## src/common/clock_pkg.sv

```systemverilog
package clock_pkg;

	// one time field, wide enough for 0..59
	typedef logic [5:0] field_t;

	localparam field_t SEC_MAX = 6'd59;	// last second
	localparam field_t MIN_MAX = 6'd59;	// last minute
	localparam field_t HR_MAX  = 6'd23;	// last hour of the day

	// top-level operating mode
	typedef enum logic [1:0] {
		MODE_CLOCK = 2'b00,	// normal timekeeping
		MODE_SETUP = 2'b01,	// clock halted, fields editable
		MODE_ALARM = 2'b10	// alarm time editable, clock runs
	} mode_t;

	// field picked for editing
	typedef enum logic [1:0] {
		POS_SEC = 2'b00,
		POS_MIN = 2'b01,
		POS_HR  = 2'b10
	} pos_t;

	localparam int BLINK_SCANS = 64;	// scan strobes per blink half-period

endpackage

```

## src/common/display_pkg.sv

```systemverilog
package display_pkg;

	localparam int NUM_DIGITS = 6;	// hh mm ss

	typedef logic [3:0] digit_t;			// one decimal digit
	typedef logic [6:0] seg_t;			// {a, b, c, d, e, f, g}
	typedef logic [NUM_DIGITS-1:0] enb_t;	// active-low digit enables

	localparam seg_t SEG_BLANK = 7'b000_0000;

	// segment pattern for one digit, blank outside 0..9
	function automatic seg_t seg_of_digit(input digit_t d);
		case (d)
			4'd0: return 7'b111_1110;
			4'd1: return 7'b011_0000;
			4'd2: return 7'b110_1101;
			4'd3: return 7'b111_1001;
			4'd4: return 7'b011_0011;
			4'd5: return 7'b101_1011;
			4'd6: return 7'b101_1111;
			4'd7: return 7'b111_0000;
			4'd8: return 7'b111_1111;
			4'd9: return 7'b111_0011;
			default: return SEG_BLANK;
		endcase
	endfunction

endpackage

```

## src/control/button_cond.sv

```systemverilog
`timescale 1ns/1ps

module button_cond (
	input  logic clk,
	input  logic rst_n,
	input  logic i_scan_tick,
	input  logic i_btn,
	output logic o_press
);

	logic samp_cur;		// latest scan sample
	logic samp_prev;	// sample from the scan before

	// --------------------------------------------------
	// slow sampling, bounce shorter than a scan is lost
	// --------------------------------------------------
	always_ff @(posedge clk or negedge rst_n) begin
		if (!rst_n) begin
			samp_cur  <= 1'b0;
			samp_prev <= 1'b0;
		end else if (i_scan_tick) begin
			samp_cur  <= i_btn;
			samp_prev <= samp_cur;
		end
	end

	// rising edge between two samples, one clock wide
	always_ff @(posedge clk or negedge rst_n) begin
		if (!rst_n) begin
			o_press <= 1'b0;
		end else begin
			o_press <= i_scan_tick & samp_cur & ~samp_prev;
		end
	end

endmodule

```

## src/control/mode_ctrl.sv

```systemverilog
`timescale 1ns/1ps

module mode_ctrl (
	input  logic              clk,
	input  logic              rst_n,
	input  logic              i_sec_tick,
	input  logic              i_press_mode,
	input  logic              i_press_pos,
	input  logic              i_press_inc,
	input  logic              i_press_alarm,
	output clock_pkg::mode_t  o_mode,
	output clock_pkg::pos_t   o_pos,
	output logic              o_alarm_en,
	output logic              o_clk_inc_sec,
	output logic              o_clk_inc_min,
	output logic              o_clk_inc_hr,
	output logic              o_alm_inc_sec,
	output logic              o_alm_inc_min,
	output logic              o_alm_inc_hr
);
	import clock_pkg::*;

	logic inc_at_sec;	// increment press aimed at each field
	logic inc_at_min;
	logic inc_at_hr;

	// --------------------------------------------------
	// mode, position and alarm enable
	// --------------------------------------------------
	always_ff @(posedge clk or negedge rst_n) begin
		if (!rst_n) begin
			o_mode <= MODE_CLOCK;
		end else if (i_press_mode) begin
			case (o_mode)
				MODE_CLOCK: o_mode <= MODE_SETUP;
				MODE_SETUP: o_mode <= MODE_ALARM;
				default:    o_mode <= MODE_CLOCK;
			endcase
		end
	end

	always_ff @(posedge clk or negedge rst_n) begin
		if (!rst_n) begin
			o_pos <= POS_SEC;
		end else if (i_press_pos) begin
			case (o_pos)
				POS_SEC: o_pos <= POS_MIN;
				POS_MIN: o_pos <= POS_HR;
				default: o_pos <= POS_SEC;
			endcase
		end
	end

	always_ff @(posedge clk or negedge rst_n) begin
		if (!rst_n) begin
			o_alarm_en <= 1'b0;
		end else if (i_press_alarm) begin
			o_alarm_en <= ~o_alarm_en;
		end
	end

	// --------------------------------------------------
	// increment steering
	// --------------------------------------------------
	assign inc_at_sec = i_press_inc && (o_pos == POS_SEC);
	assign inc_at_min = i_press_inc && (o_pos == POS_MIN);
	assign inc_at_hr  = i_press_inc && (o_pos == POS_HR);

	always_comb begin
		o_clk_inc_sec = 1'b0;
		o_clk_inc_min = 1'b0;
		o_clk_inc_hr  = 1'b0;
		o_alm_inc_sec = 1'b0;
		o_alm_inc_min = 1'b0;
		o_alm_inc_hr  = 1'b0;
		case (o_mode)
			MODE_SETUP: begin	// second strobe held back
				o_clk_inc_sec = inc_at_sec;
				o_clk_inc_min = inc_at_min;
				o_clk_inc_hr  = inc_at_hr;
			end
			MODE_ALARM: begin
				o_clk_inc_sec = i_sec_tick;
				o_alm_inc_sec = inc_at_sec;
				o_alm_inc_min = inc_at_min;
				o_alm_inc_hr  = inc_at_hr;
			end
			default: o_clk_inc_sec = i_sec_tick;
		endcase
	end

endmodule

```

## src/display/seg_scan.sv

```systemverilog
`timescale 1ns/1ps

module seg_scan (
	input  logic               clk,
	input  logic               rst_n,
	input  logic               i_scan_tick,
	input  clock_pkg::mode_t   i_mode,
	input  clock_pkg::pos_t    i_pos,
	input  clock_pkg::field_t  i_clk_sec,
	input  clock_pkg::field_t  i_clk_min,
	input  clock_pkg::field_t  i_clk_hr,
	input  clock_pkg::field_t  i_alm_sec,
	input  clock_pkg::field_t  i_alm_min,
	input  clock_pkg::field_t  i_alm_hr,
	output display_pkg::seg_t  o_seg,
	output display_pkg::enb_t  o_seg_enb
);
	import clock_pkg::*;
	import display_pkg::*;

	localparam int IDX_W   = $clog2(NUM_DIGITS);
	localparam int BLINK_W = $clog2(BLINK_SCANS);

	field_t show_sec;
	field_t show_min;
	field_t show_hr;
	digit_t digits [NUM_DIGITS];	// 0 = sec ones ... 5 = hr tens
	logic [IDX_W-1:0] scan_idx;		// active digit
	logic [BLINK_W-1:0] blink_cnt;
	logic blink_off;			// blank half of the blink
	logic editing;
	logic blank;

	// --------------------------------------------------
	// time select and digit split
	// --------------------------------------------------
	always_comb begin
		if (i_mode == MODE_ALARM) begin
			show_sec = i_alm_sec;
			show_min = i_alm_min;
			show_hr  = i_alm_hr;
		end else begin
			show_sec = i_clk_sec;
			show_min = i_clk_min;
			show_hr  = i_clk_hr;
		end
	end

	always_comb begin
		digits[0] = digit_t'(show_sec % 10);
		digits[1] = digit_t'(show_sec / 10);
		digits[2] = digit_t'(show_min % 10);
		digits[3] = digit_t'(show_min / 10);
		digits[4] = digit_t'(show_hr % 10);
		digits[5] = digit_t'(show_hr / 10);
	end

	// --------------------------------------------------
	// digit scan and blink timing
	// --------------------------------------------------
	always_ff @(posedge clk or negedge rst_n) begin
		if (!rst_n) begin
			scan_idx <= '0;
		end else if (i_scan_tick) begin
			if (scan_idx == IDX_W'(NUM_DIGITS - 1)) begin
				scan_idx <= '0;
			end else begin
				scan_idx <= scan_idx + 1'b1;
			end
		end
	end

	always_ff @(posedge clk or negedge rst_n) begin
		if (!rst_n) begin
			blink_cnt <= '0;
			blink_off <= 1'b0;
		end else if (i_scan_tick) begin
			if (blink_cnt == BLINK_W'(BLINK_SCANS - 1)) begin
				blink_cnt <= '0;
				blink_off <= ~blink_off;
			end else begin
				blink_cnt <= blink_cnt + 1'b1;
			end
		end
	end

	// digit pair index matches the pos encoding
	assign editing = (i_mode == MODE_SETUP) || (i_mode == MODE_ALARM);
	assign blank   = editing && blink_off &&
			 (scan_idx[IDX_W-1:1] == (IDX_W-1)'(i_pos));

	// segments and enable leave on the same edge
	always_ff @(posedge clk or negedge rst_n) begin
		if (!rst_n) begin
			o_seg     <= SEG_BLANK;
			o_seg_enb <= ~enb_t'(1);
		end else begin
			o_seg     <= blank ? SEG_BLANK : seg_of_digit(digits[scan_idx]);
			o_seg_enb <= ~(enb_t'(1) << scan_idx);
		end
	end

endmodule

```

## src/source/clock_top.sv

```systemverilog
`timescale 1ns/1ps

module clock_top #(
	parameter int CLK_PER_SEC  = 50_000_000,
	parameter int CLK_PER_SCAN = 50_000
) (
	input  logic               clk,
	input  logic               rst_n,
	input  logic               i_btn_mode,
	input  logic               i_btn_pos,
	input  logic               i_btn_inc,
	input  logic               i_btn_alarm,
	output display_pkg::seg_t  o_seg,
	output display_pkg::enb_t  o_seg_enb,
	output logic               o_alarm
);
	import clock_pkg::*;

	logic sec_tick;
	logic scan_tick;
	logic press_mode;
	logic press_pos;
	logic press_inc;
	logic press_alarm;
	mode_t mode;
	pos_t pos;
	logic alarm_en;
	logic clk_inc_sec;
	logic clk_inc_min;
	logic clk_inc_hr;
	logic alm_inc_sec;
	logic alm_inc_min;
	logic alm_inc_hr;
	field_t clk_sec;
	field_t clk_min;
	field_t clk_hr;
	field_t alm_sec;
	field_t alm_min;
	field_t alm_hr;

	// --------------------------------------------------
	// strobes
	// --------------------------------------------------
	tick_gen #(.DIV(CLK_PER_SEC)) u_sec_tick (
		.clk	(clk),
		.rst_n	(rst_n),
		.o_tick	(sec_tick)
	);

	tick_gen #(.DIV(CLK_PER_SCAN)) u_scan_tick (
		.clk	(clk),
		.rst_n	(rst_n),
		.o_tick	(scan_tick)
	);

	// --------------------------------------------------
	// buttons
	// --------------------------------------------------
	button_cond u_btn_mode (
		.clk		(clk),
		.rst_n		(rst_n),
		.i_scan_tick	(scan_tick),
		.i_btn		(i_btn_mode),
		.o_press	(press_mode)
	);

	button_cond u_btn_pos (
		.clk		(clk),
		.rst_n		(rst_n),
		.i_scan_tick	(scan_tick),
		.i_btn		(i_btn_pos),
		.o_press	(press_pos)
	);

	button_cond u_btn_inc (
		.clk		(clk),
		.rst_n		(rst_n),
		.i_scan_tick	(scan_tick),
		.i_btn		(i_btn_inc),
		.o_press	(press_inc)
	);

	button_cond u_btn_alarm (
		.clk		(clk),
		.rst_n		(rst_n),
		.i_scan_tick	(scan_tick),
		.i_btn		(i_btn_alarm),
		.o_press	(press_alarm)
	);

	// --------------------------------------------------
	// control and time
	// --------------------------------------------------
	mode_ctrl u_mode_ctrl (
		.clk		(clk),
		.rst_n		(rst_n),
		.i_sec_tick	(sec_tick),
		.i_press_mode	(press_mode),
		.i_press_pos	(press_pos),
		.i_press_inc	(press_inc),
		.i_press_alarm	(press_alarm),
		.o_mode		(mode),
		.o_pos		(pos),
		.o_alarm_en	(alarm_en),
		.o_clk_inc_sec	(clk_inc_sec),
		.o_clk_inc_min	(clk_inc_min),
		.o_clk_inc_hr	(clk_inc_hr),
		.o_alm_inc_sec	(alm_inc_sec),
		.o_alm_inc_min	(alm_inc_min),
		.o_alm_inc_hr	(alm_inc_hr)
	);

	time_counter u_clock_time (
		.clk		(clk),
		.rst_n		(rst_n),
		.i_inc_sec	(clk_inc_sec),
		.i_inc_min	(clk_inc_min),
		.i_inc_hr	(clk_inc_hr),
		.o_sec		(clk_sec),
		.o_min		(clk_min),
		.o_hr		(clk_hr)
	);

	time_counter u_alarm_time (
		.clk		(clk),
		.rst_n		(rst_n),
		.i_inc_sec	(alm_inc_sec),
		.i_inc_min	(alm_inc_min),
		.i_inc_hr	(alm_inc_hr),
		.o_sec		(alm_sec),
		.o_min		(alm_min),
		.o_hr		(alm_hr)
	);

	alarm_match u_alarm_match (
		.clk		(clk),
		.rst_n		(rst_n),
		.i_alarm_en	(alarm_en),
		.i_clk_sec	(clk_sec),
		.i_clk_min	(clk_min),
		.i_clk_hr	(clk_hr),
		.i_alm_sec	(alm_sec),
		.i_alm_min	(alm_min),
		.i_alm_hr	(alm_hr),
		.o_alarm	(o_alarm)
	);

	// --------------------------------------------------
	// display
	// --------------------------------------------------
	seg_scan u_seg_scan (
		.clk		(clk),
		.rst_n		(rst_n),
		.i_scan_tick	(scan_tick),
		.i_mode		(mode),
		.i_pos		(pos),
		.i_clk_sec	(clk_sec),
		.i_clk_min	(clk_min),
		.i_clk_hr	(clk_hr),
		.i_alm_sec	(alm_sec),
		.i_alm_min	(alm_min),
		.i_alm_hr	(alm_hr),
		.o_seg		(o_seg),
		.o_seg_enb	(o_seg_enb)
	);

endmodule

```

## src/source/tick_gen.sv

```systemverilog
`timescale 1ns/1ps

module tick_gen #(
	parameter int DIV = 50_000	// strobe period in clocks
) (
	input  logic clk,
	input  logic rst_n,
	output logic o_tick
);

	localparam int CW = (DIV > 1) ? $clog2(DIV) : 1;

	logic [CW-1:0] cnt;

	always_ff @(posedge clk or negedge rst_n) begin
		if (!rst_n) begin
			cnt    <= '0;
			o_tick <= 1'b0;
		end else if (cnt == CW'(DIV - 1)) begin
			cnt    <= '0;
			o_tick <= 1'b1;	// one clock per period
		end else begin
			cnt    <= cnt + 1'b1;
			o_tick <= 1'b0;
		end
	end

endmodule

```

## src/timekeeping/alarm_match.sv

```systemverilog
`timescale 1ns/1ps

module alarm_match (
	input  logic               clk,
	input  logic               rst_n,
	input  logic               i_alarm_en,
	input  clock_pkg::field_t  i_clk_sec,
	input  clock_pkg::field_t  i_clk_min,
	input  clock_pkg::field_t  i_clk_hr,
	input  clock_pkg::field_t  i_alm_sec,
	input  clock_pkg::field_t  i_alm_min,
	input  clock_pkg::field_t  i_alm_hr,
	output logic               o_alarm
);

	logic time_eq;

	assign time_eq = (i_clk_sec == i_alm_sec) &&
			 (i_clk_min == i_alm_min) &&
			 (i_clk_hr  == i_alm_hr);

	// latches on a match, held until the enable drops
	always_ff @(posedge clk or negedge rst_n) begin
		if (!rst_n) begin
			o_alarm <= 1'b0;
		end else begin
			o_alarm <= i_alarm_en & (time_eq | o_alarm);
		end
	end

endmodule

```

## src/timekeeping/time_counter.sv

```systemverilog
`timescale 1ns/1ps

module time_counter (
	input  logic               clk,
	input  logic               rst_n,
	input  logic               i_inc_sec,
	input  logic               i_inc_min,
	input  logic               i_inc_hr,
	output clock_pkg::field_t  o_sec,
	output clock_pkg::field_t  o_min,
	output clock_pkg::field_t  o_hr
);
	import clock_pkg::*;

	logic carry_min;	// seconds step wraps 59 -> 0
	logic carry_hr;		// ... and minutes wrap with it
	logic step_min;
	logic step_hr;

	// advance one field, wrapping past its last value
	function automatic field_t bump(input field_t val, input field_t max_val);
		return (val == max_val) ? '0 : val + 6'd1;
	endfunction

	// --------------------------------------------------
	// carry chain, settles in the stepping cycle
	// --------------------------------------------------
	assign carry_min = i_inc_sec & (o_sec == SEC_MAX);
	assign carry_hr  = carry_min & (o_min == MIN_MAX);

	assign step_min = i_inc_min | carry_min;	// both at once count once
	assign step_hr  = i_inc_hr | carry_hr;

	always_ff @(posedge clk or negedge rst_n) begin
		if (!rst_n) begin
			o_sec <= '0;
			o_min <= '0;
			o_hr  <= '0;
		end else begin
			if (i_inc_sec) begin
				o_sec <= bump(o_sec, SEC_MAX);
			end
			if (step_min) begin
				o_min <= bump(o_min, MIN_MAX);
			end
			if (step_hr) begin
				o_hr <= bump(o_hr, HR_MAX);	// day rollover
			end
		end
	end

endmodule
```

## config.mk

```make
export PLATFORM = sky130hd
export DESIGN_NAME = clock_top
export DESIGN_NICKNAME = d
export VERILOG_FILES = /design/src/common/clock_pkg.sv /design/src/common/display_pkg.sv /design/src/control/button_cond.sv /design/src/control/mode_ctrl.sv /design/src/display/seg_scan.sv /design/src/source/clock_top.sv /design/src/source/tick_gen.sv /design/src/timekeeping/alarm_match.sv /design/src/timekeeping/time_counter.sv
export SDC_FILE = /design/constraint.sdc
export NUM_CORES = 1
export LEC_CHECK = 0
export ABC_AREA = 1
export BUFFER_PORTS_ARGS = -buffer_cell sky130_fd_sc_hd__buf_2
export CAP_MARGIN = 25
export CORE_MARGIN = 2
export CORE_UTILIZATION = 35
export DETAILED_ROUTE_END_ITERATION = 8
export RECOVER_POWER = 100
export SYNTH_ARGS = -nofsm -noshare
export SYNTH_HDL_FRONTEND = slang
export SYNTH_HIERARCHICAL = 1
export SYNTH_SLANG_ARGS = --single-unit
```

## constraint.sdc

```tcl
create_clock -name clk -period 5.16 [get_ports clk]
set_input_delay 0.516 -clock clk [delete_from_list [all_inputs] [get_ports clk]]
set_output_delay 0.516 -clock clk [all_outputs]
set_load 0.05 [all_outputs]
```

; After elaboration in Yosys (flattened, before gate mapping)
; Memories as Yosys holds them, arrays and structs flattened.
; Index checks and enable logic that the tools add are counted.
[classes]
addsub = 10
n_div = 6
n_lt_le_gt_ge = 1
eq_ne = 18
shifts = 1
n_mux = 27
n_bitwise = 26
reduce_logical = 11
[op_table]
columns = op, n
row1 = "divider 6 x 4 -> 32 bit, second input constant", 3
row2 = "modulo 6 x 4 -> 32 bit, second input constant", 3
row3 = 2-to-1 mux 6 bit, 10
row4 = "adder 6 x 1 -> 6 bit, second input constant", 7
row5 = "== test 6 bit, second input constant", 5
row6 = "adder 26 x 1 -> 26 bit, second input constant", 1
row7 = "== test 26 bit, second input constant", 1
row8 = 2-to-1 mux 26 bit, 1
row9 = == test 6 bit, 3
row10 = "adder 16 x 1 -> 16 bit, second input constant", 1
row11 = "== test 16 bit, second input constant", 1
row12 = 2-to-1 mux 16 bit, 1
row13 = bitwise AND 1 bit, 13
row14 = binary-select mux 4 bit (select 3 bit), 1
row15 = "== test 6 x 5 -> 1 bit, second input constant", 2
row16 = 2-to-1 mux 1 bit, 8
row17 = 2-to-1 mux 4 bit, 2
row18 = case mux 2 bit (2 select lines), 2
row19 = logical AND 1 bit, 7
row20 = 2-to-1 mux 7 bit, 1
row21 = inverter 1 bit, 6
row22 = inverter 6 bit, 1
row23 = "<< shifter 1 x 3 -> 6 bit, first input constant", 1
row24 = OR 1 bit, 5
row25 = 11 further kinds, 14
[word_totals]
regBits = 121
rom_bits = 112
input_bits = 6
output_inout_bits = 14
wordCells = 132
n_memories = 1
[memory_table]
columns = name, words, word_bits, rd, rd_clocked_by_memory_dff, wr, line
row1 = (no name shown), 16, 7, 1, 0, 0, display_pkg.sv:13  ; case (d)

; Logic depth before layout (Yosys ltp)
; An unclocked memory read counts as a cell.
[logic_depth]
word_depth = 8
mapped_depth = 32
mapped_depth_nobuf = 30

; By module
; Netlist, hierarchy kept.
[by_module_without_submodules]
columns = mod, instances, cells_each, area_per_inst_um2, seq_area_each_um2
row1 = seg_scan, 1, 453, 2885.3, 581.8
row2 = time_counter, 2, 136, 1023.5, 450.4
row3 = tick_gen at u_sec_tick, 1, 215, 1545.2, 675.6
row4 = tick_gen at u_scan_tick, 1, 122, 902.1, 425.4
row5 = button_cond, 4, 11, 107.6, 75.1
row6 = alarm_match, 1, 72, 345.3, 25.0
row7 = mode_ctrl, 1, 33, 251.5, 125.1

; Worst setup path before layout
; OpenSTA, ideal clock, no wires.
[synth_timing]
kind = reg2reg
start = register u_mode_ctrl.o_mode[0]
end = register u_seg_scan.o_seg[3]
setup_time_ps = 71
arrival_time_ps = 3505
t_required_ps = 5089
slack_ps = 1584
stages_incl_launch_ff = 29
n_path_buf = 2
synth_period_minus_slack_ps = 3576
cell_sequence = dfrtp_1 inv_1 ha_1 buf_6 inv_6 buf_12 nand2_1 nand2_4 ha_1 or2_4 ha_1 inv_1 nand2_1 a21oi_1 nand2_2 nor2_4 nand2_1 o21ai_2 nand2_2 nand2_2 nand2_1 nand3_1 nand2_1 nand3_1 inv_1 ha_1 nor2_2 nor2_1 nor2_1
[synth_via]
elab_chain_len = 8
word_cells_on_any_way = 19
cone_classes = 6 x div / 2 x eq/ne / 7 x mux / 3 x reduce/logical / 1 x memory
[synth_lines]
columns = item, line
row1 = start: declaration, mode_ctrl.sv:11  ; output clock_pkg::mode_t o_mode,
row2 = start signal: assignment, mode_ctrl.sv:32  ; o_mode <= MODE_CLOCK;
row3 = start signal: assignment, mode_ctrl.sv:35  ; MODE_CLOCK: o_mode <= MODE_SETUP;
row4 = start signal: assignment, mode_ctrl.sv:36  ; MODE_SETUP: o_mode <= MODE_ALARM;
row5 = == test 2 bit, "seg_scan.sv:38, seg_scan.sv:88"
row6 = 2-to-1 mux 6 bit, seg_scan.sv:38  ; if (i_mode == MODE_ALARM) begin
row7 = divider 6 x 4 -> 32 bit (tied with other cells), seg_scan.sv:55  ; digits[5] = digit_t'(show_hr / 10);
row8 = binary-select mux 4 bit (select 3 bit), seg_scan.sv:98  ; o_seg <= blank ? SEG_BLANK : seg_of_digit(digits[scan_idx]);
row9 = 2-to-1 mux 4 bit (implied by the code) (2 in a row), seg_scan.sv:98
row10 = memory read (16 x 7 bit), n/a
row11 = 2-to-1 mux 7 bit (*), seg_scan.sv:98
row12 = end signal: assignment, seg_scan.sv:98
row13 = end: declaration, seg_scan.sv:15  ; output display_pkg::seg_t o_seg,
; Mark *: on every way between the ends. The rest lies on a longest branch, timed or not. The select of a mux whose other input is x is not followed.
; A chain may end at the register's enable or synchronous reset.

; Final worst setup path
[layout_timing]
start = register u_mode_ctrl.o_mode[0]
end = register u_seg_scan.o_seg[1]
; Same word-level chain as after synthesis.

==> results.toml <==
[clock_network]
cts_root_buf = "clkbuf_16"
ctsHoldBuffers = 0
clk_pin_slew_ns = 0.06
cts_made_buffers = 17
post_cts_buffers = 0
cts_resized = 0
htree_levels = 4
clk_latency_ns = 0.42
cts_tree = "built"
cts.sinks = 121
clockBufferDepth = 2

[timing]
fmax_mhz = 225
fin_ws_ns = 0.709
setup_violations = 0
maxSlewHeadroom_pct = -150
setup_tns_ns = 0
slew_violations = 69
fin_crit_sh_pct = 86.3
worst_pin_slew_ns = 3.75
rsz0062_at_grt = "no"
fin_crit_ns = 4.45
finalHoldViolCount = 0
skew_ns = 0.00807

[layout]
drive_above_1_share_pct = 9.22
final_cells = 1577
fill_cells = 2511
seqCellArea_mm2 = 0.00303
area_growth_pct = 11.2
antenna_cells = 0
nets = 1282
multi_input_area_mm2 = 0.00450

[critical_path]
r2r_cells = 28
reg2reg_slack_ns = 0.71
end_kind = "register"
slowest_stage = "ha_1"
endpoint = "u_seg_scan/o_seg[1]"
required_ns = 5.50
critPathLaunch = "u_mode_ctrl/o_mode[0]"
arrival_ns = 4.79
worstSetupPathType = "register to register"
reg2reg_from = "u_mode_ctrl/o_mode[0]"
crit_path_start_kind = "register"
crit_fanout = 14
r2r_end = "u_seg_scan/o_seg[1]"
max_stage_delay_ns = 0.55

[pwr]
powerDensity_mw_per_mm2 = 240
ir_drop_mv = 0.211
total_leakage_power_uw = 0.00480

[floorplan]
chipWidth_um = 159
fp.dieH_um = 159
dieArea_mm2 = 0.0253
core_area_mm2 = 0.0235
fp-row-count = 56
initial_core_util_pct = 35.7
io_pins = 20

[place]
io_buffers = 19
pre_cts_slack_ns = 0.988
globalplace.congestion = 0.850
placed_cells = 1545
place.detailed.hpwl_um = 13300

[detailed_routing]
avgRoutedWirePerCell_um = 11.4
vias = 7258
final_antenna_net_count = 0
drc = 0
viasPerCell = 4.60
dr.pass1.iters = 6
drt-total-wl_um = 18000
drtIter0Drc = 339

[synth]
synth_edf_count = 0
synth_cell_types = 48
ys_ff_latch = 121
synthCells = 1211
synth_ff_type = "dfrtp_1"
syn_area_per_cell_um2 = 6.94
yosys_warnings = 6
syn-cell-area_mm2 = 0.00841
ys_seq_area_share_pct = 36.1
synthArstFlopShare_pct = 100
syn_nets = 1248

[global_route]
antenna_found_initial = 0
grt_max_degree = 69
grt_pass1_vias = 6842
overflow = 0
grt_pass1_wl_um = 31800
track_usage_pct = 14.9

[status]
violations = "max-capacitance violations, max-slew violations"
status = "complete, but fails checks"

[worst_hold_path]
hold_path.class = "input pin to register"

[run]
maxCapViolCount = 1
[worst max-delay path: cells and delay by family, from the launching register on]
kind,cells,cell delay (ns)
compound gates,1,0.21
flops,1,0.39
fa+ha+maj,4,1.21
buf+inv,6,0.66
simple gates,17,1.90
[cells in the mapped netlist (6+ instances only)]
cell     instances  share of area [%]
nand2_1        358                 16
nor2_1         171                7.6
inv_1          169                7.5
dfrtp_1        116                 35
nand3_1         97                5.8
xor2_1          34                3.5
ha_1            31                4.6
nand2_2         28                2.1
o21ai_0         28                1.7
a21oi_1         20                1.2
nor2_2          17                1.3
nand4_1         16                1.2
o21ai_1         15               0.89
inv_2           13               0.58
nand2_4          9                1.2
nor3_1           7               0.42
xnor2_1          7               0.73
nor2_4           6               0.80
[cells by family after synthesis]
| family | after synthesis | share of synthesized area [%] |
|---|---|---|
| flops | 121 | 36.1 |
| buf+inv | 191 | 9.15 |
| mux | 2 | 0.268 |
| compound gates | 90 | 6.76 |
| simple gates | 735 | 38.8 |
| xor+xnor | 41 | 4.27 |
| fa+ha+maj | 31 | 4.61 |
[state kept, by name, summed over array words and instances, names as in the netlist, 2 cells and up]
signal,count
u_sec_tick/cnt,26
u_scan_tick/cnt,16
u_seg_scan/o_seg,7
u_alarm_time/o_hr,6
u_alarm_time/o_min,6
u_alarm_time/o_sec,6
u_clock_time/o_hr,6
u_clock_time/o_min,6
u_clock_time/o_sec,6
u_seg_scan/blink_cnt,6
u_seg_scan/o_seg_enb,6
u_seg_scan/scan_idx,3
u_mode_ctrl/o_mode,2
u_mode_ctrl/o_pos,2
[placed cells by master, fill, tap and decap left out, drive strengths merged]
cell / instances
a211oi: 1
a21oi: 23
a31oi: 4
and2: 2
buf: 6
bufinv: 4
clkbuf: 34
clkinv: 7
clkinvlp: 1
dfrtp: 116
dfstp: 5
ha: 31
inv: 186
mux2: 2
nand2: 395
nand3: 102
nand3b: 4
nand4: 16
nor2: 194
nor3: 9
nor3b: 3
nor4: 1
o211ai: 4
o21a: 2
o21ai: 51
o21bai: 3
o22ai: 1
o31ai: 1
or2: 9
xnor2: 7
xor2: 34
[final cells by class]
| class | count | area share (%) |
|---|---|---|
| multi-input cells | 899 | 48.1 |
| repair buffers | 22 | 1.02 |
| flip-flops and latches | 121 | 32.5 |
| clock inverters | 14 | 2.09 |
| clock buffers | 18 | 4.59 |
| well taps | 319 | 4.27 |
| inverters | 184 | 7.44 |
[how the worst min path moves through the flow]
stage / from / endpoint / depth (start not counted)
finish: i_btn_inc / u_btn_inc/samp_cur / 3
global route: i_btn_inc / u_btn_inc/samp_cur / 3
detailed placement: u_btn_pos/samp_prev / u_btn_pos/o_press / 1
floorplan: rst_n / u_alarm_match/o_alarm / 0
global placement: u_btn_alarm/o_press / u_mode_ctrl/o_alarm_en / 1
CTS: rst_n / u_scan_tick/cnt[12] / 1
[metrics by stage]
step | hold WS, ns | power, µW | util (%) | cell area (µm²)
floorplan | 0.220 | 967 | - | 8410
global placement | 0.420 | 989 | 37.6 | 8860
detailed placement | 0.425 | 989 | 37.6 | 8860
CTS | 0.122 | 2280 | 40.3 | 9480
global route | 0.290 | 2330 | 39.7 | 9350
finish | 0.296 | 2240 | 39.7 | 9350
[per-layer routing]
layer	up-vias	routed length [µm]	track usage (%)
met4	0	195	4.05
met1	3306	9230	20.4
met3	15	512	2.53
li1	3847	-	-
met5	-	0	0
met2	90	8100	24.6
[power breakdown]
| part | switching, µW | internal (µW) | leakage [µW] |
|---|---|---|---|
| sequential | 0 | 949 | 0.00159 |
| combinational | 18.5 | 1.69 | 0.00290 |
| clock | 462 | 812 | 0.000305 |
No activity file was read; power rests on OpenSTA's default activity.
